--- config.mk ---
export PLATFORM = sky130hd
export DESIGN_NAME = ntm_delta_gate
export DESIGN_NICKNAME = d
export VERILOG_FILES = /design/src/rtl/ntm_trainer_pkg.sv /design/src/rtl/ntm_delta_gate.sv
export SDC_FILE = /design/constraint.sdc
export NUM_CORES = 2
export LEC_CHECK = 0
export BUFFER_PORTS_ARGS = -buffer_cell sky130_fd_sc_hd__buf_2
export CORE_UTILIZATION = 63
export DETAILED_ROUTE_END_ITERATION = 12
export MAX_ROUTING_LAYER = met4
export PLACE_DENSITY_LB_ADDON = 0.25
export SYNTH_ARGS = -nofsm -noshare
export SYNTH_HDL_FRONTEND = slang
export SYNTH_SLANG_ARGS = --single-unit
--- constraint.sdc ---
create_clock -name CLK -period 20.1 [get_ports CLK]
set_input_delay 4.02 -clock CLK [delete_from_list [all_inputs] [get_ports CLK]]
set_output_delay 4.02 -clock CLK [all_outputs]
set_load 0.05 [all_outputs]
--- src/rtl/ntm_trainer_pkg.sv ---
// NTM trainer shared definitions
package ntm_trainer_pkg;

  //////////////////////////////////////////////////////////////////////
  // Widths and limits
  //////////////////////////////////////////////////////////////////////

  localparam int DATA_WIDTH = 16;  // Q4.12 element
  localparam int FRAC_BITS  = 12;
  localparam int ACC_WIDTH  = 32;  // Gradient accumulators
  localparam int MAX_L      = 8;   // Hidden units
  localparam int MAX_X      = 8;   // Input elements
  localparam int IDX_WIDTH  = 3;
  localparam int SIZE_WIDTH = 4;   // Holds 1 to 8
  localparam int STEP_WIDTH = 8;

  localparam logic signed [DATA_WIDTH-1:0] ONE_FIXED = 16'sh1000;  // 1.0

  //////////////////////////////////////////////////////////////////////
  // Structs
  //////////////////////////////////////////////////////////////////////

  // Run configuration, sampled on start
  typedef struct packed {
    logic [SIZE_WIDTH-1:0] size_x;
    logic [SIZE_WIDTH-1:0] size_l;
    logic [STEP_WIDTH-1:0] length_t;
  } trainer_cfg_t;

  // One hidden unit per time step
  typedef struct packed {
    logic signed [DATA_WIDTH-1:0] a;   // Activation
    logic signed [DATA_WIDTH-1:0] i;   // Input gate
    logic signed [DATA_WIDTH-1:0] ds;  // State gradient
  } gate_sample_t;

  // Streamed gradient word
  typedef struct packed {
    logic                        is_bias;  // db entry, else dW
    logic [IDX_WIDTH-1:0]        row;      // Hidden unit l
    logic [IDX_WIDTH-1:0]        col;      // Input index x
    logic signed [ACC_WIDTH-1:0] value;
  } grad_out_t;

  typedef enum logic [2:0] {
    IDLE,
    LOAD_X,
    LOAD_GATES,
    DRAIN,
    OUTPUT,
    DONE
  } trainer_state_t;

  // Full signed product, arithmetic shift back to Q4.12 scale
  // Caller truncates to its own width
  function automatic logic signed [ACC_WIDTH-1:0] fx_mul(
    input logic signed [DATA_WIDTH-1:0] lhs,
    input logic signed [DATA_WIDTH-1:0] rhs
  );
    logic signed [2*DATA_WIDTH-1:0] prod;
    prod = lhs * rhs;
    return ACC_WIDTH'(prod >>> FRAC_BITS);
  endfunction

endpackage

--- src/rtl/ntm_delta_gate.sv ---
// Activation gradient pipeline
`timescale 1ns/1ps

module ntm_delta_gate (
  input  logic                                         CLK,
  input  logic                                         RST,
  input  logic                                         in_valid,
  output logic                                         in_ready,
  input  ntm_trainer_pkg::gate_sample_t                in_sample,
  input  logic [ntm_trainer_pkg::IDX_WIDTH-1:0]        in_row,
  output logic                                         da_valid,
  input  logic                                         da_ready,
  output logic signed [ntm_trainer_pkg::DATA_WIDTH-1:0] da,
  output logic [ntm_trainer_pkg::IDX_WIDTH-1:0]        da_row
);

  localparam int DW = ntm_trainer_pkg::DATA_WIDTH;
  localparam int IW = ntm_trainer_pkg::IDX_WIDTH;

  logic          en;        // Common advance
  logic          s1_valid;
  logic          s2_valid;
  logic signed [DW-1:0] s1_a2;  // a*a
  logic signed [DW-1:0] s1_i;
  logic signed [DW-1:0] s1_ds;
  logic signed [DW-1:0] s2_t;   // i*(1-a*a)
  logic signed [DW-1:0] s2_ds;
  logic [IW-1:0] s1_row;
  logic [IW-1:0] s2_row;

  // Whole pipe freezes while the accumulator is busy
  assign en       = da_ready;
  assign in_ready = en;

  //////////////////////////////////////////////////////////////////////
  // Valid bits
  //////////////////////////////////////////////////////////////////////

  always_ff @(posedge CLK or posedge RST) begin
    if (RST) begin
      s1_valid <= 1'b0;
      s2_valid <= 1'b0;
      da_valid <= 1'b0;
    end else if (en) begin
      s1_valid <= in_valid;
      s2_valid <= s1_valid;
      da_valid <= s2_valid;
    end
  end

  //////////////////////////////////////////////////////////////////////
  // Datapath
  //////////////////////////////////////////////////////////////////////

  always_ff @(posedge CLK) begin
    if (en) begin
      // Stage 1
      s1_a2  <= DW'(ntm_trainer_pkg::fx_mul(in_sample.a, in_sample.a));
      s1_i   <= in_sample.i;
      s1_ds  <= in_sample.ds;
      s1_row <= in_row;
      // Stage 2 wraps 1 - a^2 at 16 bits
      s2_t   <= DW'(ntm_trainer_pkg::fx_mul(s1_i, ntm_trainer_pkg::ONE_FIXED - s1_a2));
      s2_ds  <= s1_ds;
      s2_row <= s1_row;
      // Stage 3
      da     <= DW'(ntm_trainer_pkg::fx_mul(s2_ds, s2_t));
      da_row <= s2_row;
    end
  end

  // Sample refused by a stalled pipe is held upstream until taken
  assert property (@(posedge CLK) disable iff (RST)
    (in_valid && !in_ready) |=> (in_valid && $stable(in_sample) && $stable(in_row)));

endmodule

## Word level (Yosys, flattened, before mapping)

Index checks and enable logic that the tools add are counted.

| operators by class | value |
|---|---|
| add/subtract/negate cells | 1 |
| multipliers | 3 |

Operator list:

| operator | count |
|---|---|
| $mul 16x16->28 | 3 |
| $sub 14x16->16 const A | 1 |

| storage, ports and cells | value |
|---|---|
| register bits after elaboration | 108 |
| output and inout port bits | 21 |
| word-level logic and storage cells | 16 |

## Longest topological paths before layout

| depth | value |
|---|---|
| word-level depth | 2 |
| depth in mapped cells | 30 |

## Worst setup path before layout

No wires, ideal clock.

| timing | value |
|---|---|
| path type | input to register |
| start point | input port in_sample[33] (netlist name) |
| end point | register s1_a2[15] (data pin) |
| path buffers | 2 |
| stages on the path | 21 |
| slack | 10.342 ns |
| setup time | 0.260 ns |
| data required time | 19.840 ns |
| arrival | 9.498 ns |
| cell sequence | clkbuf_1 -> clkbuf_1 -> nand2_1 -> fa_1 -> inv_1 -> fa_1 -> inv_1 -> fa_1 -> inv_1 -> fa_1 -> inv_1 -> fa_1 -> inv_1 -> fa_1 -> ha_1 -> or3_1 -> a211oi_1 -> o221ai_1 -> a221oi_1 -> o21ai_0 -> xnor2_1 |

| between the ends | value |
|---|---|
| word-level cells in the longest chain between the ends | 1 |

RTL lines:

| element | line | RTL |
|---|---|---|
| start: declaration | ntm_delta_gate.sv:9 | `input ntm_trainer_pkg::gate_sample_t in_sample,` |
| $mul 16x16->28 | ntm_trainer_pkg.sv:61 | `prod = lhs * rhs;` |
| end signal: assignment | ntm_delta_gate.sv:58 | `s1_a2 <= DW'(ntm_trainer_pkg::fx_mul(in_sample.a, in_sample.a));` |
| end: declaration | ntm_delta_gate.sv:23 | `logic signed [DW-1:0] s1_a2;` |

Every way passes these cells.
A chain may end at the register's enable or synchronous reset.

## Worst setup path after layout

| timing | value |
|---|---|
| start point | input port in_sample[47] (netlist name) |
| end point | register s1_a2[15] (data pin) |

The elaborated chain is that of the path after synthesis.

==> impl_metrics.csv <==
group,metric,value,unit
sta,number_of_setup_violations_in_the_final_report,0,
clock_tree,cts_tree,"yes",
critical_path,end_kind,"flop",
drt,routedWlPerCell,16.6,um
clock_tree,htree_levels,3,
sta,worst_setup_skew_after_layout,0.00936,ns
yosys,ys_ff_latch,108,
yosys,ys.flop_type,"edfxtp_1",
critical_path,cp_max_fo,18,
clock_tree,max-clock-path-buffers,2,
cells_and_area,seqCellArea,0.00323,sq mm
die,core_area,0.0435,sq mm
yosys,post_synth_instance_area,0.0280,sq mm
cells_and_area,layout_area_overhead,4.39,%
die,chipWidth,213,um
status,status,"complete, no violations",
cells_and_area,nNetsFinal,3808,
sta,finalCritPeriodShare,0.498,
yosys,gate_count_post_synth,2848,
drt,detail_route.iter0.violations,1137,
critical_path,cp-start-kind,"input port",
yosys,average_size_of_a_mapped_cell,9.82,sq um
yosys,sequential_element_share_of_the_synthesized_area,0.115,
place,io_buffers,75,
place,place.gp.congestion,0.924,
grt,grt_pass1_wl,99600,um
die,num_rows,76,
sta,crit_path_setup_slack_layout,10.09,ns
run,drv.max_cap_violation_count,0,
drt,drt-vias-per-instance,5.28,
critical_path,worst_ep_arrival_time,10.16,ns
sta,rsz_0062_raised_after_global_routing,"false",
die,num_io_pins,76,
drt,drt_wl_total,57300,um
drt,detail-route-antenna-nets,0,
place,dp_hpwl,47600,um
die,start_util,0.644,
clock_tree,cts-resized-gates,0,
sta,timing_worst_slew_pin_value,1.01,ns
clock_tree,cts-root-buf,"clkbuf_16",
grt,grt_start_max_net_pins,59,
grt,initial_antenna_violation_count,1,
grt,first_global_vias,20700,
die,die-height,213,um
sta,final_hold_viol_count,0,
sta,timing.slew.headroom,0.325,
yosys,yosys_warnings,0,
clock_tree,clkSlewWorstSetupHoldPaths,0.08,ns
yosys,synth_edf_count,105,
grt,gr-max-usage-layer,"met2",
die,design.die.area,0.0452,sq mm
clock_tree,cts_sink_cnt,108,
grt,globalRoute.totalOverflow,0,
clock_tree,worstSkewPairLatency,0.40,ns
cells_and_area,multi_input_combinational_cell_area,0.0214,sq mm
drt,drc,0,
sta,slew_violations,0,
cells_and_area,fillerInstances,3425,
yosys,async_reset_ff_frac,0.0278,
sta,whs,0.424,ns
critical_path,cp.required,20.25,ns
sta,setup_tns,0,ns
clock_tree,cts_inserted_buffers,9,
hold_path,kind_of_path_behind_the_tightest_hold_check,"reg -> reg",
yosys,number_of_distinct_library_cells_after_synthesis,51,
clock_tree,buffers_inserted_during_post_cts_setup_optimization,0,
sta,clock.fmax,99.9,MHz
drt,detail_route.first_pass.iterations,7,
grt,gr-usage-met2,0.513,
cells_and_area,drive_above_1_share,0.0429,
grt,globalRouteTotalUtil,0.294,
critical_path,critical_path_type,"in -> reg",
yosys,syn_nets,3794,
clock_tree,cts-hold-fix-buffers,0,
drt,routed-via-count,18200,
grt,use_met3,0.0322,
place,detailedPlace.worstSlack,9.67,ns
grt,grt_met1_use,0.364,
sta,final_period_minus_worst_setup_slack,10.01,ns
cell usage after synthesis, drive strengths merged, types with 2 or more instances:
| library cell | number | area share |
|---|---|---|
| a2111oi | 3 | 0.00098 |
| a211o | 2 | 0.00063 |
| a211oi | 3 | 0.00081 |
| a21o | 6 | 0.0016 |
| a21oi | 30 | 0.0054 |
| a221oi | 2 | 0.00063 |
| a31oi | 3 | 0.00067 |
| and2 | 240 | 0.054 |
| and3 | 5 | 0.0011 |
| and4 | 3 | 0.00094 |
| clkbuf | 81 | 0.011 |
| dfrtp | 3 | 0.0027 |
| edfxtp | 105 | 0.11 |
| fa | 663 | 0.47 |
| ha | 228 | 0.10 |
| inv | 809 | 0.11 |
| mux2 | 4 | 0.0016 |
| nand2 | 357 | 0.048 |
| nand2b | 19 | 0.0042 |
| nand3 | 10 | 0.0018 |
| nand4 | 5 | 0.0011 |
| nor2 | 73 | 0.0098 |
| nor2b | 12 | 0.0027 |
| nor3 | 12 | 0.0025 |
| nor3b | 2 | 0.00054 |
| o21a | 10 | 0.0027 |
| o21ai | 13 | 0.0023 |
| o22ai | 3 | 0.00067 |
| o31ai | 2 | 0.0010 |
| or2 | 6 | 0.0013 |
| or3 | 4 | 0.0011 |
| xnor2 | 99 | 0.031 |
| xor2 | 18 | 0.0056 |
worst max-delay path, stage by stage:
cell	delay [ns]
buf_2	0.30
clkinv_1	0.35
nor2_1	0.22
fa_1	0.52
inv_1	0.20
fa_1	0.46
fa_1	0.50
fa_1	0.50
fa_1	0.49
inv_1	0.05
fa_1	0.43
ha_1	0.35
o21a_1	0.13
o21a_1	0.16
o21ai_0	0.26
or3_1	0.18
o221ai_1	0.19
a221oi_1	0.50
o21ai_0	0.19
xnor2_1	0.15
cells by family after synthesis:
logic type,synth area share
adder cells (fa/ha/maj),0.577
AO/OA/AOI/OAI,0.0196
buffers and inverters,0.120
multiplexers,0.00161
XOR/XNOR,0.0369
AND/OR/NAND/NOR,0.130
flip-flops,0.115
worst paths after layout:
| check | startpoint | end | slack, ns | cells after the start |
|---|---|---|---|---|
| worst min-delay path | s1_ds[1] | s2_ds[1] | 0.42 | 0 |
| worst max-delay path | in_sample[47] | s1_a2[15] | 10.09 | 20 |
| worst min register to register | s1_ds[1] | s2_ds[1] | 0.42 | 0 |
| worst max register to register | s1_a2[0] | s2_t[14] | 11.70 | 26 |
| max in group asynchronous | RST | s2_valid | 16.52 | 2 |
| min in group asynchronous | RST | s1_valid | 3.46 | 2 |
state kept, by name (all words and copies together), names as in the netlist, 3 cells and up:
register / flops
da: 16
da_row: 3
s1_a2: 16
s1_ds: 16
s1_i: 16
s1_row: 3
s2_ds: 16
s2_row: 3
s2_t: 16
routing by layer:
layer | vias up | share of wire
li1 | 8221 | -
met3 | 98 | 0.058
met2 | 556 | 0.52
met1 | 9367 | 0.40
met5 | - | 0
met4 | 0 | 0.024
layout make-up:
class	count	area share
multi-input combinational	1848	0.734
antenna	1	0.0000857
sequential	108	0.111
clock buffer	9	0.00771
inverter	810	0.104
tap	585	0.0251
timing repair buffer	85	0.0155
clock inverter	7	0.00279
through the flow:
| stage | instances | instance area (sq um) | util |
|---|---|---|---|
| floorplan | 2848 | 28000 | - |
| global placement | 3436 | 28900 | 0.665 |
| detailed placement | 3436 | 28900 | 0.665 |
| CTS | 3452 | 29200 | 0.672 |
| global route | 3453 | 29200 | 0.672 |
| finish | 3453 | 29200 | 0.672 |
cell usage in the layout, fill, tap and decap left out, types with 2 or more instances in the layout:
| master | count |
|---|---|
| and2_1 | 240 |
| clkbuf_16 | 9 |
| nor2_1 | 73 |
| nor3_1 | 11 |
| nand4_1 | 5 |
| o21ai_0 | 13 |
| and4_1 | 3 |
| mux2_2 | 4 |
| ha_1 | 228 |
| fa_1 | 663 |
| inv_6 | 2 |
| or2_2 | 6 |
| a221oi_1 | 2 |
| nor2b_1 | 12 |
| xnor2_2 | 6 |
| nand2b_1 | 19 |
| a21o_1 | 6 |
| a2111oi_0 | 2 |
| a31oi_1 | 3 |
| buf_4 | 11 |
| xor2_1 | 17 |
| buf_2 | 74 |
| dfrtp_1 | 3 |
| xnor2_1 | 93 |
| o22ai_1 | 3 |
| a211oi_1 | 3 |
| edfxtp_1 | 105 |
| nor3b_1 | 2 |
| a21oi_1 | 30 |
| inv_8 | 2 |
| nand2_1 | 357 |
| inv_1 | 809 |
| a211o_1 | 2 |
| and3_1 | 5 |
| o21a_1 | 10 |
| or3_1 | 3 |
| nand3_1 | 10 |
Power is left out: the tool's default activity adds up to more than one toggle a clock period on the data nets, which glitch-free logic cannot reach.
