--- src/rtl/ntm_trainer_pkg.sv ---
// NTM trainer shared definitions
package ntm_trainer_pkg;

  //////////////////////////////////////////////////////////////////////
  // Widths and limits
  //////////////////////////////////////////////////////////////////////

  localparam int DATA_WIDTH = 16;  // Q4.12 element
  localparam int FRAC_BITS  = 12;
  localparam int ACC_WIDTH  = 32;  // Gradient accumulators
  localparam int MAX_L      = 8;   // Hidden units
  localparam int MAX_X      = 8;   // Input elements
  localparam int IDX_WIDTH  = 3;
  localparam int SIZE_WIDTH = 4;   // Holds 1 to 8
  localparam int STEP_WIDTH = 8;

  localparam logic signed [DATA_WIDTH-1:0] ONE_FIXED = 16'sh1000;  // 1.0

  //////////////////////////////////////////////////////////////////////
  // Structs
  //////////////////////////////////////////////////////////////////////

  // Run configuration, sampled on start
  typedef struct packed {
    logic [SIZE_WIDTH-1:0] size_x;
    logic [SIZE_WIDTH-1:0] size_l;
    logic [STEP_WIDTH-1:0] length_t;
  } trainer_cfg_t;

  // One hidden unit per time step
  typedef struct packed {
    logic signed [DATA_WIDTH-1:0] a;   // Activation
    logic signed [DATA_WIDTH-1:0] i;   // Input gate
    logic signed [DATA_WIDTH-1:0] ds;  // State gradient
  } gate_sample_t;

  // Streamed gradient word
  typedef struct packed {
    logic                        is_bias;  // db entry, else dW
    logic [IDX_WIDTH-1:0]        row;      // Hidden unit l
    logic [IDX_WIDTH-1:0]        col;      // Input index x
    logic signed [ACC_WIDTH-1:0] value;
  } grad_out_t;

  typedef enum logic [2:0] {
    IDLE,
    LOAD_X,
    LOAD_GATES,
    DRAIN,
    OUTPUT,
    DONE
  } trainer_state_t;

  // Full signed product, arithmetic shift back to Q4.12 scale
  // Caller truncates to its own width
  function automatic logic signed [ACC_WIDTH-1:0] fx_mul(
    input logic signed [DATA_WIDTH-1:0] lhs,
    input logic signed [DATA_WIDTH-1:0] rhs
  );
    logic signed [2*DATA_WIDTH-1:0] prod;
    prod = lhs * rhs;
    return ACC_WIDTH'(prod >>> FRAC_BITS);
  endfunction

endpackage

--- src/rtl/ntm_trainer_controller.sv ---
// NTM trainer step and phase control
`timescale 1ns/1ps

module ntm_trainer_controller (
  input  logic                                  CLK,
  input  logic                                  RST,
  input  logic                                  start,
  input  ntm_trainer_pkg::trainer_cfg_t         cfg,
  output logic                                  busy,
  output logic                                  done,
  input  logic                                  x_valid,
  output logic                                  x_ready,
  input  logic                                  gate_valid,
  output logic                                  gate_ready,
  output logic [ntm_trainer_pkg::IDX_WIDTH-1:0] gate_row,
  input  logic                                  row_done,
  output logic                                  rd_valid,
  output logic                                  rd_is_bias,
  output logic [ntm_trainer_pkg::IDX_WIDTH-1:0] rd_row,
  output logic [ntm_trainer_pkg::IDX_WIDTH-1:0] rd_col,
  input  logic                                  out_valid,
  input  logic                                  out_ready,
  output logic                                  clear
);

  localparam int IW = ntm_trainer_pkg::IDX_WIDTH;

  ntm_trainer_pkg::trainer_cfg_t   cfg_q;
  ntm_trainer_pkg::trainer_state_t state;
  logic [IW-1:0] x_cnt;
  logic [IW-1:0] gate_cnt;
  logic [ntm_trainer_pkg::SIZE_WIDTH-1:0] rows_cnt;  // Rows finished this step
  logic [ntm_trainer_pkg::STEP_WIDTH-1:0] step_cnt;
  logic          rd_issued;  // Last readout request sent
  logic [IW-1:0] last_x;
  logic [IW-1:0] last_l;
  logic          start_ok;
  logic          x_fire;
  logic          gate_fire;
  logic          rd_fire;

  assign last_x     = IW'(cfg_q.size_x - 1'b1);
  assign last_l     = IW'(cfg_q.size_l - 1'b1);
  assign busy       = (state != ntm_trainer_pkg::IDLE);
  assign done       = (state == ntm_trainer_pkg::DONE);
  assign start_ok   = start && !busy;
  assign clear      = start_ok;  // Wipe accumulators with cfg sample
  assign x_ready    = (state == ntm_trainer_pkg::LOAD_X);
  assign gate_ready = (state == ntm_trainer_pkg::LOAD_GATES);
  assign gate_row   = gate_cnt;  // Gates arrive in unit order
  assign rd_valid   = (state == ntm_trainer_pkg::OUTPUT) && !rd_issued;
  assign x_fire     = x_valid && x_ready;
  assign gate_fire  = gate_valid && gate_ready;
  assign rd_fire    = rd_valid && (!out_valid || out_ready);  // Address frozen on stall

  always_ff @(posedge CLK) begin
    if (start_ok) cfg_q <= cfg;
  end

  //////////////////////////////////////////////////////////////////////
  // Phase FSM and counters
  //////////////////////////////////////////////////////////////////////

  always_ff @(posedge CLK or posedge RST) begin
    if (RST) begin
      state      <= ntm_trainer_pkg::IDLE;
      x_cnt      <= '0;
      gate_cnt   <= '0;
      rows_cnt   <= '0;
      step_cnt   <= '0;
      rd_is_bias <= 1'b0;
      rd_row     <= '0;
      rd_col     <= '0;
      rd_issued  <= 1'b0;
    end else begin
      if (row_done) rows_cnt <= rows_cnt + 1'b1;  // Any phase of the step
      case (state)
        ntm_trainer_pkg::IDLE: begin
          if (start_ok) begin
            state      <= ntm_trainer_pkg::LOAD_X;
            x_cnt      <= '0;
            gate_cnt   <= '0;
            rows_cnt   <= '0;
            step_cnt   <= '0;
            rd_is_bias <= 1'b0;
            rd_row     <= '0;
            rd_col     <= '0;
            rd_issued  <= 1'b0;
          end
        end
        ntm_trainer_pkg::LOAD_X: begin
          if (x_fire) begin
            x_cnt <= (x_cnt == last_x) ? '0 : x_cnt + 1'b1;
            if (x_cnt == last_x) state <= ntm_trainer_pkg::LOAD_GATES;
          end
        end
        ntm_trainer_pkg::LOAD_GATES: begin
          if (gate_fire) begin
            gate_cnt <= (gate_cnt == last_l) ? '0 : gate_cnt + 1'b1;
            if (gate_cnt == last_l) state <= ntm_trainer_pkg::DRAIN;
          end
        end
        ntm_trainer_pkg::DRAIN: begin
          if (rows_cnt == cfg_q.size_l) begin  // Every da of the step added
            rows_cnt <= '0;
            if (step_cnt == cfg_q.length_t - 1'b1) begin
              step_cnt <= '0;
              state    <= ntm_trainer_pkg::OUTPUT;
            end else begin
              step_cnt <= step_cnt + 1'b1;
              state    <= ntm_trainer_pkg::LOAD_X;
            end
          end
        end
        ntm_trainer_pkg::OUTPUT: begin
          // dW row major, then db
          if (rd_fire) begin
            if (rd_is_bias) begin
              if (rd_row == last_l) rd_issued <= 1'b1;
              else rd_row <= rd_row + 1'b1;
            end else if (rd_col == last_x) begin
              rd_col     <= '0;
              rd_row     <= (rd_row == last_l) ? '0 : rd_row + 1'b1;
              rd_is_bias <= (rd_row == last_l);
            end else begin
              rd_col <= rd_col + 1'b1;
            end
          end
          // Register holds the final word once all requests are out
          if (rd_issued && out_valid && out_ready) state <= ntm_trainer_pkg::DONE;
        end
        ntm_trainer_pkg::DONE: state <= ntm_trainer_pkg::IDLE;  // One-cycle pulse
        default: state <= ntm_trainer_pkg::IDLE;
      endcase
    end
  end

  // Host waits for done before restarting
  assert property (@(posedge CLK) disable iff (RST) start |-> !busy);

  // Empty runs are not supported
  assert property (@(posedge CLK) disable iff (RST)
    start_ok |-> (cfg.size_x != '0) && (cfg.size_l != '0) && (cfg.length_t != '0));

endmodule

--- config.mk ---
export PLATFORM = sky130hd
export DESIGN_NAME = ntm_trainer_controller
export DESIGN_NICKNAME = d
export VERILOG_FILES = /design/src/rtl/ntm_trainer_pkg.sv /design/src/rtl/ntm_trainer_controller.sv
export SDC_FILE = /design/constraint.sdc
export NUM_CORES = 1
export LEC_CHECK = 0
export BUFFER_PORTS_ARGS = -buffer_cell sky130_fd_sc_hd__buf_2
export CAP_MARGIN = 20
export CORE_MARGIN = 2
export CORE_UTILIZATION = 50
export CTS_CLUSTER_DIAMETER = 200
export DETAILED_ROUTE_END_ITERATION = 7
export GPL_TIMING_DRIVEN = 0
export PLACE_DENSITY = 0.71
export SYNTH_ARGS = -nofsm -noshare
export SYNTH_HDL_FRONTEND = slang
export SYNTH_SLANG_ARGS = --single-unit
--- constraint.sdc ---
create_clock -name CLK -period 6 [get_ports CLK]
set_input_delay 0.6 -clock CLK [delete_from_list [all_inputs] [get_ports CLK]]
set_output_delay 0.6 -clock CLK [all_outputs]
set_load 0.02 [all_outputs]
**Word level (Yosys, flattened, before mapping)**

Cells that the tools add are included.

- Memories kept: 0
- Bits in registers: 44
- Bits in writable memories: 0
- Memory bits (read-only): 0
- Word-level logic and storage cells: 113
- Output and inout bits: 16
- Latch bits: 0

- Muxes and demuxes: 43
- Reduce and logical (&&, ||, !) cells: 25
- Equality and inequality tests: 24
- Bitwise gates (word level): 0
- Divide/modulo/power cells: 0
- Shifts and indexed selects: 0
- Add/sub/neg operators: 9
- $mul: 0
- Order comparisons: 0

Operator list:

| kind | number |
|---|---|
| 3-bit two-way mux | 21 |
| 8-bit two-way mux | 3 |
| 3-bit case mux with 2 select lines | 4 |
| 8-bit case mux with 2 select lines | 1 |
| 3-bit case mux with 5 select lines | 1 |
| 3-bit by 1-bit adder with 3-bit output, second input constant | 4 |
| 3-bit equality test | 4 |
| 4-bit two-way mux | 3 |
| 2-bit by 1-bit != test with 1-bit output, second input constant | 6 |
| 3-bit AND reduction | 4 |
| 2-bit != test, second input constant | 5 |
| 5-bit AND reduction | 2 |
| 8-bit by 1-bit adder with 8-bit output, second input constant | 1 |
| 8-bit equality test | 1 |
| 4-bit case mux with 2 select lines | 1 |
| 2-bit nonzero test | 4 |
| 8-bit by 1-bit subtractor with 8-bit output, second input constant | 1 |
| 1-bit logical AND | 7 |
| 1-bit two-way mux | 7 |
| 7-bit AND reduction | 1 |
| 3-bit by 2-bit equality test with 1-bit output, second input constant | 2 |
| 3-bit equality test, second input constant | 2 |
| 3-bit by 1-bit subtractor with 3-bit output, second input constant | 2 |
| 4-bit by 1-bit adder with 4-bit output, second input constant | 1 |
| 10 further kinds | 13 |

**Depth between registers and ports, before layout**

Gate-level depths: netlist (run 1).

- Depth after elaboration: 7
- Gate-level depth with buffers: 9
- Depth with buffers taken out: 8

**Worst setup path after synthesis (run 1)**

No wires, ideal clock.

- Path kind: reg2reg
- Start point: reg state[1]
- End point: reg step_cnt[3] (netlist bit)
- Data arrival time: 1977 ps
- Setup slack: 3936 ps
- Library setup time: 87 ps
- Clock period less this slack: 2064 ps
- Required time: 5913 ps
- Stages on the path, launching flop included: 7
- Cells stage by stage: dfrtp_1 -> clkbuf_2 -> or3_4 -> nor2_4 -> a21oi_2 -> or3_1 -> o211ai_1

- Cells in the longest elaborated chain, start to end: 5
- Elaborated cells between the ends (all ways): 10
- Those cells by class: 3 x eq/ne; 1 x mux; 6 x reduce/logical

Ends and longest elaborated chain:

| element | line | source |
|---|---|---|
| start: declaration | ntm_trainer_controller.sv:29 | `ntm_trainer_pkg::trainer_state_t state;` |
| start signal: assignment | ntm_trainer_controller.sv:66 | `state <= ntm_trainer_pkg::IDLE;` |
| start signal: assignment | ntm_trainer_controller.sv:80 | `state <= ntm_trainer_pkg::LOAD_X;` |
| start signal: assignment | ntm_trainer_controller.sv:94 | `if (x_cnt == last_x) state <= ntm_trainer_pkg::LOAD_GATES;` |
| 3-bit nonzero test | ntm_trainer_controller.sv:44 | `assign busy = (state != ntm_trainer_pkg::IDLE);` |
| net busy | ntm_trainer_controller.sv:9 | `output logic busy,` |
| 1-bit logical NOT | ntm_trainer_controller.sv:46 | `assign start_ok = start && !busy;` |
| 1-bit logical AND | ntm_trainer_controller.sv:46 |  |
| net clear | ntm_trainer_controller.sv:23 | `output logic clear` |
| 2-bit != test (no line) | n/a |  |
| 3-bit AND reduction (no line) | n/a |  |
| end signal: assignment | ntm_trainer_controller.sv:110 | `step_cnt <= step_cnt + 1'b1;` |
| end: declaration | ntm_trainer_controller.sv:33 | `logic [ntm_trainer_pkg::STEP_WIDTH-1:0] step_cnt;` |

The timed path passes the listed nets, and every way through them passes these cells.
A chain may end at the register's enable or synchronous reset.

**Worst setup path after layout (run 1)**

- Start point: reg state[1]
- End point: out clear

- Cells in the longest elaborated chain, start to end: 3

Ends and longest elaborated chain:

| element | line |
|---|---|
| 3-bit nonzero test | ntm_trainer_controller.sv:44 |
| 1-bit logical NOT | ntm_trainer_controller.sv:46 |
| 1-bit logical AND | ntm_trainer_controller.sv:46 |
| end: declaration | ntm_trainer_controller.sv:23 |

Every way passes these cells.

==> results of run 1 <==
-- flip-flops by register name, summed over array words and instances (netlist names) --
register and cells:
cfg_q 15, step_cnt 8, rows_cnt 4, gate_row 3, rd_col 3, rd_row 3
state 3, x_cnt 3, rd_is_bias 1, rd_issued 1
-- cell type report --
cell class              instances  area (um2)
flip-flops and latches         44        1180
clock inverters                 3        13.8
multi-input cells             197        1380
inverters                      15        56.3
clock buffers                   5        68.8
repair buffers                 39         218
well taps                      70        87.6
plain buffers                   8        53.8
fillers                       439        2060
-- cells by family after synthesis --
logic type	count (synthesis)	synth area share, %
and+or+nand+nor	96	21.1
DFF	44	44.2
xor gates and xnor gates	30	10.2
muxes	3	1.13
AOI/OAI and AO/OA	59	15.1
buffers and inverters	23	4.13
adders and majority gates	9	4.23
-- stage by stage --
| step | utilization, % | power (W) |
|---|---|---|
| 2_1_floorplan | - | 0.000775 |
| 6_report | 59.7 | 0.00105 |
| 3_5_place_dp | 58.1 | 0.000879 |
| 4_1_cts | 59.7 | 0.00106 |
| 5_1_grt | 59.7 | 0.00114 |
| 3_3_place_gp | 57.6 | 0.000864 |
-- cell usage after synthesis (all sizes together) (2+ instances only) --
cell type / n / area, um2
nor2b: 3 / 18.8
o31ai: 3 / 22.5
nand2: 26 / 97.6
dfrtp: 29 / 726
nand2b: 10 / 62.6
o2111ai: 6 / 52.6
buf: 3 / 23.8
or3: 3 / 23.8
o41ai: 2 / 17.5
clkbuf: 5 / 30.0
a21oi: 7 / 50.1
edfxtp: 15 / 450
mux2i: 3 / 30.0
nor2: 16 / 67.6
xor2: 17 / 149
and2: 3 / 20.0
a31oi: 4 / 25.0
inv: 15 / 56.3
and3: 6 / 41.3
o311ai: 2 / 17.5
nand3: 8 / 40.0
xnor2: 13 / 121
o21ai: 26 / 141
nand4: 4 / 25.0
o211ai: 5 / 42.5
nor4: 3 / 55.1
ha: 9 / 113
nor3: 7 / 40.0
-- worst max-delay path, stage by stage (launching register included) --
cell      delay [ns]
dfrtp_1         0.37
clkbuf_2        0.17
or3_4           0.39
nor2_4          0.49
buf_2           0.28
-- power by group through the flow --
stage                     combinational, W  clock, W  sequential (W)
after floorplan                   0.000333         0        0.000442
after global placement            0.000419         0        0.000445
after detailed placement          0.000433         0        0.000446
after CTS                         0.000435  0.000185        0.000440
after global routing              0.000492  0.000199        0.000451
final                             0.000433  0.000181        0.000440
-- layer usage --
layer  vias up  wire length (um)  GRT usage [%]
li1       1039                 -              -
met1       982              2460           26.0
met2        33              2630           34.4
met3         2               134           3.53
met4         0                21           5.18
met5         -                 0              0
-- path summary, 6_finish.rpt --
path / startpoint / end / cells after the start
max reg2reg: cfg_q[0] / step_cnt[2] / 9
max in group asynchronous: RST / state[0] / 3
max: state[1] / clear / 4
min reg2reg: x_cnt[1] / x_cnt[1] / 2
min in group CLK: cfg[6] / cfg_q[6] / 1
min: RST / step_cnt[6] / 2
==> summary.md, run 1 <==
| Metric | Value |
|---|---|
| Outcome | complete, no violations |
| Vias in the first global route | 2101 |
| Maximum root-to-sink buffer count | 2 |
| Die height | 77.0 um |
| Min Clock Period, post-route | 2.59 ns |
| Post-CTS sizing | 0 |
| # nets final | 343 |
| Max_slew headroom | 55.7% |
| DP HPWL | 3.96 mm |
| Max Freq | 387 MHz |
| CP Data Required Time | approximately 5.4 ns |
| Commonest non-fill, non-tap cells in the layout | 39 x buf_2, 29 x dfrtp_1, 26 x nand2_1 |
| Max-cap violations | 0 |
| Seq/Total Area, Yosys | ~44% |
| Comb pwr share | 41.1% |
| Via density | 5.40 |
| DP Area | approximately 3000 um2 |
| Port bufs | 38 |
| Syn Std Cell Area | 2660 um2 |
| Initial DRC Count | 83 |
| Layout cells sized above 1 | between 20 and 25% |
| Place WS | 3.71 ns |
| Critical Path Sink Type | output pin |
| ANT nets after route | 0 |
| DRT Wirelength | 5.25 mm |
| Clock buffer count from CTS | 5 |
| Startpoint types | flip-flop |
| DR DRC count | 0 |
| Clock transition at path regs | 0.09 ns |
| Sum of negative setup slack | 0 ns |
| Top FF cell, synth | dfrtp_1 |
| Final critical-path setup slack | 3.41 ns |
| NetSw | 0.000421 W |
| LEAKAGE | 1.33 nW |
| Final count of hold timing violations | 0 |
| Initial Util | between 50 and 60% |
| Final hold slack | 0.385 ns |
| Switch share | 40.0% |
| Seq pwr share | approximately two fifths |
| Post-route cell area | around 3000 um2 |
| GRT Util Overall | roughly a fifth |
| Clk sink count | 44 |
| Initial antenna violation count | 0 |
| Synth Register Bits | 44 |
| Endpoints failing setup | 0 |
| Post-synth EDFFs | 15 |
| N_diodes | 0 |
| Worst vdd ir | between 0.2 and 0.25 mV |
| Final Max Slew Viols | 0 |
| Worst-Margin Slew | approximately 0.66 ns |
| Routability congestion estimate | approximately 0.81 |
| CTS tree | built |
| Area growth, synth to finish | 14.6% |
| Pint | 0.000633 W |
| I/O pin count | 40 |
| Die Wd | slightly below 80 um |
| Hold Path Class | in -> async |
| Postcts setup bufs | 0 |
| Post-route insts no fill | 381 |
| Distinct cells, synth | 55 |
| GRT overflow | 0 |
| Syn avg cell area | 10.1 um2 |
| Vias | 2056 |
| # hold bufs at CTS | 0 |
| Clock Tree Root | clkbuf_8 |
| Dpl cells | 373 |
| Wirelength per Cell | 13.8 um |
| First-pass GRT wire length | slightly below 10 mm |
| Htree depth | 2 |
| CP max FO | 21 |
| Ys Warns | 0 |
| Final period utilization | 43.1% |
| Mapped Cells | 264 |
| First-pass DRT Iterations | 4 |
| RSZ-0062 raised after global routing | false |
| Commonest non-fill, non-tap cell in the layout | buf_2 |
| Post-Syn Nets | 297 |
| PwrDens | 346 nW/um2 |
| Async SR Flop Fraction | 65.9% |
| Clk pwr share | 17.2% |
| Worst R2R Setup Slack | 3.68 ns |
| Clock latency at the later pin of the worst-skew pair | 0.29 ns |
| Setup CP Type | reg -> out |
| CORE AREA | roughly 5100 um2 |
| Total die area | about 5900 um2 |
| Crit path DAT | roughly 2 ns |
| Setup Skew | slightly below 0.007 ns |
| Largest net degree at the start of global routing | 22 |
| Num rows | 26 |
No activity file was read; power rests on OpenSTA's default activity.
==> inputs of run 2 (changes only) <==
--- a/config.mk
+++ b/config.mk
@@ -5,6 +5,7 @@
 export SDC_FILE = /design/constraint.sdc
 export NUM_CORES = 1
 export LEC_CHECK = 0
+export ABC_AREA = 1
 export BUFFER_PORTS_ARGS = -buffer_cell sky130_fd_sc_hd__buf_2
 export CAP_MARGIN = 20
 export CORE_MARGIN = 2
==> constraint.sdc (replaced) <==
create_clock -name CLK -period 2.64 [get_ports CLK]
set_input_delay 0.264 -clock CLK [delete_from_list [all_inputs] [get_ports CLK]]
set_output_delay 0.264 -clock CLK [all_outputs]
set_load 0.02 [all_outputs]
==> run 2 against run 1 <==
Synthesized area is 7.9% higher. Clock-buffer cell count is 3 higher. Final cell count increased by 34%. Wire length up 7.7%. Sequential share of layout area fell by 2.8 points. Clock power grew to 2.6 times the previous value. Hold slack got worse by 0.24 ns. Combinational power rose to 2.6 times the previous value. Die area increased by 7.5%. Critical endpoint unchanged. Largest power group is now combinational logic.
==> summary.md, run 2 <==
| Metric | Value |
|---|---|
| DRT Wirelength | 5.65 mm (+7.7%) |
| Crit path cell chain | nor2_2 -> inv_2 -> nor2_2 -> nand2_2 -> inv_1 -> buf_2 |
| Seq pwr share | 37.8% (-4.0 points) |
| Syn Std Cell Area | 2870 um2 (+7.9%) |
| # nets final | 472 (+38%) |
| Worst R2R Start | cfg_q[8] |
| Mapped Cells | 392 (+48%) |
| DP Area | 3180 um2 (+7.2%) |
| Clock latency at the later pin of the worst-skew pair | 0.29 ns (about the same) |
| Port bufs | 38 (unchanged) |
| Outcome | complete, no violations |
| Clk sink count | 44 (unchanged) |
| Clk pwr share | 18.6% (+1.4 points) |
| Hold path depth | 1 |
| Reg area | 1180 um2 (unchanged) |
| Via density | 4.73 (-12%) |
| Distinct cells, synth | 28 (-49%) |
| Top reg by flops | cfg_q |
| Final period utilization | 88.6% |
| Largest cells by area after synthesis | dfrtp_1 25%, nand2_1 16%, edfxtp_1 16% |
| CP most frequent cell | nor2_2 |
| Largest net degree at the start of global routing | 22 (unchanged) |
| Area occupied by multi-input gates | 1390 um2 (+1.2%) |
| DP HPWL | 4.37 mm (+10%) |
| Routability congestion estimate | 0.837 (+3.2%) |
| Startpoint types | flip-flop |
| Max Freq | 427 MHz |
| Endpoints failing setup | 0 (unchanged) |
| Critical Path Sink Type | output pin |
| N_diodes | 0 (unchanged) |
| Async SR Flop Fraction | 65.9% (unchanged) |
| Routed length on met3 | 180 um (+34%) |
| NetSw | 0.00107 W (+150%) |
| Num rows | 27 (+3.8%) |
| Post-Syn Nets | 425 (+43%) |
| Met1 WL | 2.84 mm (+15%) |
| Top cells by count, synth | 123 x nand2_1, 59 x inv_1, 36 x nor2_1 |
| Reg2Reg Capture Point | rd_row[0] |
| Maximum root-to-sink buffer count | 2 (unchanged) |
| Max-cap violations | 0 (unchanged) |
| Syn avg cell area | 7.33 um2 (-27%) |
| CP Data Required Time | 2.38 ns (-3.02 ns) |
| Clock buffer count from CTS | 5 (unchanged) |
| Worst-Margin Slew | 0.708 ns (+0.0441 ns) |
| ANT nets after route | 0 (unchanged) |
| Worst R2R Path Depth | 10 (+1) |
| First-pass GRT wire length | 9.94 mm (+3.4%) |
| Metal2 WL | 2.59 mm (-1.4%) |
| CORE AREA | 5540 um2 (+8.5%) |
| Post-route insts no fill | 512 (+34%) |
| Clock Tree Root | clkbuf_8 |
| Synth Register Bits | 44 (unchanged) |
| First-pass DRT Iterations | 4 (unchanged) |
| Switch share | 42.3% (+2.3 points) |
| Total die area | 6370 um2 (+7.5%) |
| Wirelength per Cell | 11.0 um (-20%) |
| CTS tree | built |
| Post-synth EDFFs | 15 (unchanged) |
| Layout cells sized above 1 | 18.2% (-4.0 points) |
| Comb pwr share | 43.6% (+2.5 points) |
| Commonest non-fill, non-tap cell in the layout | nand2_1 |
| Final hold slack | 0.147 ns (-0.238 ns) |
| Setup CP Type | reg -> out |
| RSZ-0062 raised after global routing | false |
| PwrDens | 770 nW/um2 (+120%) |
| Initial Util | 51.9% (-0.28 points) |
| Top Registers | cfg_q: 15 flops, step_cnt: 8 flops, rows_cnt: 4 flops |
| Max FFs per register | 15 (unchanged) |
| Vias | 2423 (+18%) |
| Initial DRC Count | 78 (-6.0%) |
| CP max FO | 17 (-19%) |
| GRT overflow | 0 (unchanged) |
| CP max stage delay | 0.54 ns (+0.05 ns) |
| Final Max Slew Viols | 0 (unchanged) |
| Final count of hold timing violations | 0 (unchanged) |
| Top FF cell, synth | dfrtp_1 |
| DR DRC count | 0 (unchanged) |
| Initial antenna violation count | 0 (unchanged) |
| Crit path DAT | 2.08 ns (+0.09 ns) |
| Clock transition at path regs | 0.09 ns (about the same) |
| Dpl cells | 503 (+35%) |
| Vias in the first global route | 2301 (+9.5%) |
| Yosys top cell by area | dfrtp_1 |
| Share of the synthesized area in the top cell type | 25.3% (-2.0 points) |
| Max layer used | met4 |
| Seq/Total Area, Yosys | 40.9% (-3.2 points) |
| Min Clock Period, post-route | 2.34 ns |
| Die height | 79.8 um (+3.7%) |
| Layout Utilization | 59.4% (-0.31 points) |
| GRT Util Overall | 19.7% (-0.21 points) |
| Hold_sp | cfg[12] |
| Worst R2R Setup Slack | 0.56 ns (-3.12 ns) |
| Die Wd | 79.8 um (+3.7%) |
| Most frequent cell after synthesis | nand2_1 |
| Hold Path Class | in -> reg |
| LEAKAGE | 1.80 nW (+35%) |
| I/O pin count | 40 (unchanged) |
| Area growth, synth to finish | 14.6% (about the same) |
| Hold path endpoint | cfg_q[12] |
| Worst vdd ir | 0.462 mV (+130%) |
| Commonest non-fill, non-tap cells in the layout | 123 x nand2_1, 59 x inv_1, 40 x buf_2 |
| Sum of negative setup slack | 0 ns (unchanged) |
| Htree depth | 2 (unchanged) |
| Setup Skew | 0.0147 ns (+0.00783 ns) |
| Max_slew headroom | 52.8% (-2.9 points) |
| Postcts setup bufs | 0 (unchanged) |
| Ys Warns | 0 (unchanged) |
| Pint | 0.00146 W (+130%) |
| Post-route cell area | 3290 um2 (+7.9%) |
| Fill count | 529 (+21%) |
| Crit path max-delay cell type | inv_1 |
[run 2: cell count changes after synthesis, moves of 6 or more]
cell,before,now
nand2b_1,10,0
nand2_1,26,123
nand3_1,8,25
nor2_2,0,6
inv_1,15,59
o2111ai_1,6,0
inv_2,0,12
o21ai_0,22,9
xnor2_1,12,6
nor2_1,15,36
[run 2: cell families (layout without fill, tap and decap cells)]
group	count (synthesis)	in the layout	synth area share [%]
fa+ha+maj	9	9	3.92
mux	1	1	0.348
simple gates	211	211	31.2
flops	44	44	40.9
xor+xnor	24	24	7.32
buf+inv	76	124	10.6
compound gates	27	27	5.71
[run 2: power groups by stage]
| stage | clock network, W | logic (W) | registers (W) |
|---|---|---|---|
| detailed placement | 0 | 0.00111 | 0.000971 |
| floorplan | 0 | 0.000850 | 0.000966 |
| global route | 0.000507 | 0.00127 | 0.000980 |
| finish | 0.000471 | 0.00111 | 0.000958 |
| CTS | 0.000485 | 0.00111 | 0.000958 |
| global placement | 0 | 0.00107 | 0.000972 |
[run 2: repair_timing]
item / CTS / global route
gates resized for setup: 0 / 0
setup endpoints to repair: 0 / 0
hold endpoints to repair: 8 / 0
hold buffers: 1 / 0
[run 2: cell type report]
type / instances / share of cell area, %
Multi-Input combinational cell: 272 / 42.3
Sequential cell: 44 / 35.7
Inverter: 71 / 8.10
Timing Repair Buffer: 40 / 6.92
Clock buffer: 8 / 3.08
Tap cell: 72 / 2.74
Buffer: 5 / 1.14
[run 2: critical path: cells and delay by family (launching register included)]
family / cells / cell delay [ns]
flops: 1 / 0.44
simple gates: 3 / 0.46
buf+inv: 3 / 0.88
[run 2: layer usage]
| metal | global-route usage, % | up-vias |
|---|---|---|
| met5 | 0 | - |
| met4 | 5.42 | 0 |
| met3 | 2.83 | 4 |
| met2 | 32.5 | 31 |
| met1 | 27.1 | 1084 |
| li1 | - | 1304 |
[run 2: metrics by stage]
| step | setup WS [ns] | power (W) |
|---|---|---|
| final | 0.301 | 0.00254 |
| after floorplan | 0.925 | 0.00182 |
| after global routing | 0.115 | 0.00276 |
| after CTS | 0.250 | 0.00256 |
| after detailed placement | 0.590 | 0.00208 |
| after global placement | 0.593 | 0.00204 |
[run 2: worst max path at each step]
stage	from	endpoint	cells after the start
final	state[0]	clear	6
after global routing	state[0]	clear	6
after CTS	state[0]	clear	6
after detailed placement	state[0]	clear	6
after global placement	cfg_q[8]	rd_row[1]	10
after floorplan	cfg_q[8]	rd_row[0]	10
==> inputs of run 3 (changes only) <==
--- a/config.mk
+++ b/config.mk
@@ -6,14 +6,13 @@
 export NUM_CORES = 1
 export LEC_CHECK = 0
 export ABC_AREA = 1
-export BUFFER_PORTS_ARGS = -buffer_cell sky130_fd_sc_hd__buf_2
 export CAP_MARGIN = 20
 export CORE_MARGIN = 2
 export CORE_UTILIZATION = 50
 export CTS_CLUSTER_DIAMETER = 200
 export DETAILED_ROUTE_END_ITERATION = 7
+export DONT_BUFFER_PORTS = 1
 export GPL_TIMING_DRIVEN = 0
-export PLACE_DENSITY = 0.71
 export SYNTH_ARGS = -nofsm -noshare
 export SYNTH_HDL_FRONTEND = slang
 export SYNTH_SLANG_ARGS = --single-unit
==> constraint.sdc (replaced) <==
create_clock -name CLK -period 2.9 [get_ports CLK]
set_input_delay 0.29 -clock CLK [delete_from_list [all_inputs] [get_ports CLK]]
set_output_delay 0.29 -clock CLK [all_outputs]
set_load 0.02 [all_outputs]
==> run 3 against run 2 <==
Power fell by 9.0%. Sequential share of layout area grew 2.1 points. Combinational power is 15% lower. Worst setup slack improved by 0.37 ns. Register-to-register slack improved by 0.30 ns. Critical path type unchanged. Critical endpoint unchanged. Largest cell class unchanged. Highest routed layer unchanged.
==> summary.md, run 3 (synthesized netlist as in run 2, its figures left out) <==
| Metric | Value |
|---|---|
| Outcome | complete, no violations |
| # nets final | 434 (-8.1%) |
| Setup Skew | 0.00997 ns (-0.00478 ns) |
| Wirelength per Cell | 12.2 um (+10%) |
| Top reg by flops | cfg_q |
| Worst R2R Start | cfg_q[8] |
| Vias in the first global route | 2092 (-9.1%) |
| Worst path bufs/invs | 2 (-1) |
| DP HPWL | 4.49 mm (+2.7%) |
| Max Freq | roughly 450 MHz |
| DRT Wirelength | 5.77 mm (+2.1%) |
| Critical Path Sink Type | output pin |
| Num rows | 27 (unchanged) |
| Initial Util | 51.9% (unchanged) |
| Initial DRC Count | 82 (+5.1%) |
| Htree depth | 2 (unchanged) |
| Min Clock Period, post-route | 2.23 ns |
| Crit path max-delay cell type | inv_1 |
| Vias | 2289 (-5.5%) |
| CORE AREA | 5540 um2 (unchanged) |
| Setup CP Type | reg -> out |
| Crit path cell chain | nor2_2 -> inv_2 -> nor2_2 -> nand2_2 -> inv_1 |
| Maximum root-to-sink buffer count | 2 (unchanged) |
| Largest net degree at the start of global routing | 23 (+4.5%) |
| DR DRC count | 0 (unchanged) |
| Startpoint types | flip-flop |
| Commonest non-fill, non-tap cell in the layout | nand2_1 |
| Total die area | 6370 um2 (unchanged) |
| Clock Tree Root | clkbuf_8 |
| Final period utilization | 77.0% |
| Via density | 4.83 (+2.0%) |
| First-pass GRT wire length | 9.65 mm (-2.9%) |
| CTS tree | built |
| Top Registers | cfg_q: 15 flops, step_cnt: 8 flops, rows_cnt: 4 flops |
| Final Max Slew Viols | 0 (unchanged) |
| Crit path DAT | 1.94 ns (-0.14 ns) |
| Layout Utilization | 56.1% (-3.3 points) |
| First-pass DRT Iterations | 4 (unchanged) |
| Max-cap violations | 0 (unchanged) |
| PwrDens | 743 nW/um2 (-3.6%) |
| CP delay by family, top | buffers and inverters |
| Hold_sp | cfg[6] |
| ANT nets after route | 0 (unchanged) |
| DP Area | 2990 um2 (-6.0%) |
| Reg area | 1180 um2 (unchanged) |
| Port bufs | 0 (-100%) |
| Post-route cell area | 3110 um2 (-5.6%) |
| PnR Total Power | 0.00231 W (-9.0%) |
| GRT Util Overall | 19.6% (-0.14 points) |
| CP max FO | 17 (unchanged) |
| Die Wd | 79.8 um (unchanged) |
| Area occupied by multi-input gates | 1390 um2 (unchanged) |
| Max_slew headroom | 39.3% (-13 points) |
| Clock transition at path regs | 0.09 ns (about the same) |
| Routability congestion estimate | 0.805 (-3.8%) |
| Max FFs per register | 15 (unchanged) |
| Clock latency at the later pin of the worst-skew pair | 0.30 ns (about the same) |
| Fill count | 532 (+0.57%) |
| CP startpoint | state[0] |
| GRT overflow | 0 (unchanged) |
| Postcts setup bufs | 0 (unchanged) |
| I/O pin count | 40 (unchanged) |
| Sum of negative setup slack | 0 ns (unchanged) |
| Endpoints failing setup | 0 (unchanged) |
| CP Data Required Time | 2.61 ns (+0.23 ns) |
| Clock buffer count from CTS | 5 (unchanged) |
| Die height | 79.8 um (unchanged) |
| Area growth, synth to finish | 8.14% |
| Clk sink count | 44 (unchanged) |
| RSZ-0062 raised after global routing | false |
| Final count of hold timing violations | 0 (unchanged) |
| # hold bufs at CTS | 1 (unchanged) |
| Worst-Margin Slew | 0.909 ns (+0.201 ns) |
| CP most frequent cell | nor2_2 |
| CP max stage delay | 0.68 ns (+0.14 ns) |
| Layout cells sized above 1 | 10.4% (-7.7 points) |
| LEAKAGE | 1.63 nW (-9.3%) |
| Commonest non-fill, non-tap cells in the layout | 123 x nand2_1, 59 x inv_1, 36 x nor2_1 |
| Post-CTS sizing | 0 (unchanged) |
| N_diodes | 0 (unchanged) |
| Hold Path Class | in -> reg |
| Worst vdd ir | 0.357 mV (-23%) |
| Initial antenna violation count | 0 (unchanged) |
==> run 3: cell types whose count changed in the layout (fill, tap and decap cells not counted), sizes merged <==
cell	change
buf	-38
bufinv	+1
clkbuf	-3
clkinv	+2
==> run 3: through the flow <==
stage,std cells,hold slack (ns),setup WS (ns)
floorplan,392,0.368,1.19
CTS,474,0.0679,0.619
finish,474,0.0778,0.667
global route,474,0.0628,0.473
global placement,464,0.389,0.876
detailed placement,465,0.184,0.861
==> run 3: final cells by class <==
| class | count | area share [%] |
|---|---|---|
| repair buffers | 2 | 1.21 |
| clock buffers | 5 | 2.22 |
| well taps | 72 | 2.90 |
| plain buffers | 5 | 1.21 |
| inverters | 71 | 8.58 |
| multi-input cells | 272 | 44.8 |
| clock inverters | 3 | 1.21 |
| flip-flops and latches | 44 | 37.9 |
==> run 3: power breakdown <==
group          leakage [nW]  switching (W)  total (W)  internal (W)
sequential            0.532       0.000134   0.000897      0.000763
clock                0.0532       0.000216   0.000467      0.000251
combinational          1.05       0.000632   0.000943      0.000312
==> run 3: path summary, 6_finish.rpt <==
kind | to | slack, ns | cells after the start
worst max register to register | rd_row[0] | 0.86 | 10
max in group asynchronous | gate_row[2] | 2.04 | 3
worst min-delay path | cfg_q[6] | 0.08 | 0
worst max-delay path | clear | 0.67 | 5
worst min register to register | rd_issued | 0.56 | 2
min in group asynchronous | rows_cnt[0] | 0.41 | 2
==> run 3: per-layer routing <==
metal  wire length (um)  up-vias  global-route usage, %
li1                   -     1227                      -
met1               2920     1014                   27.6
met2               2520       42                   30.4
met3                266        6                   4.07
met4                 68        0                   5.59
met5                  0        -                      0
==> run 3: worst reg2reg max path: stages, from the launching register on <==
cell and delay, ns:
edfxtp_1 0.45, inv_1 0.10, ha_1 0.38, nand2_1 0.09, inv_1 0.04, nor3_1 0.31, nand2_1 0.13, o21ai_0 0.25
nor2_1 0.07, nand2_1 0.07, nand2_1 0.04
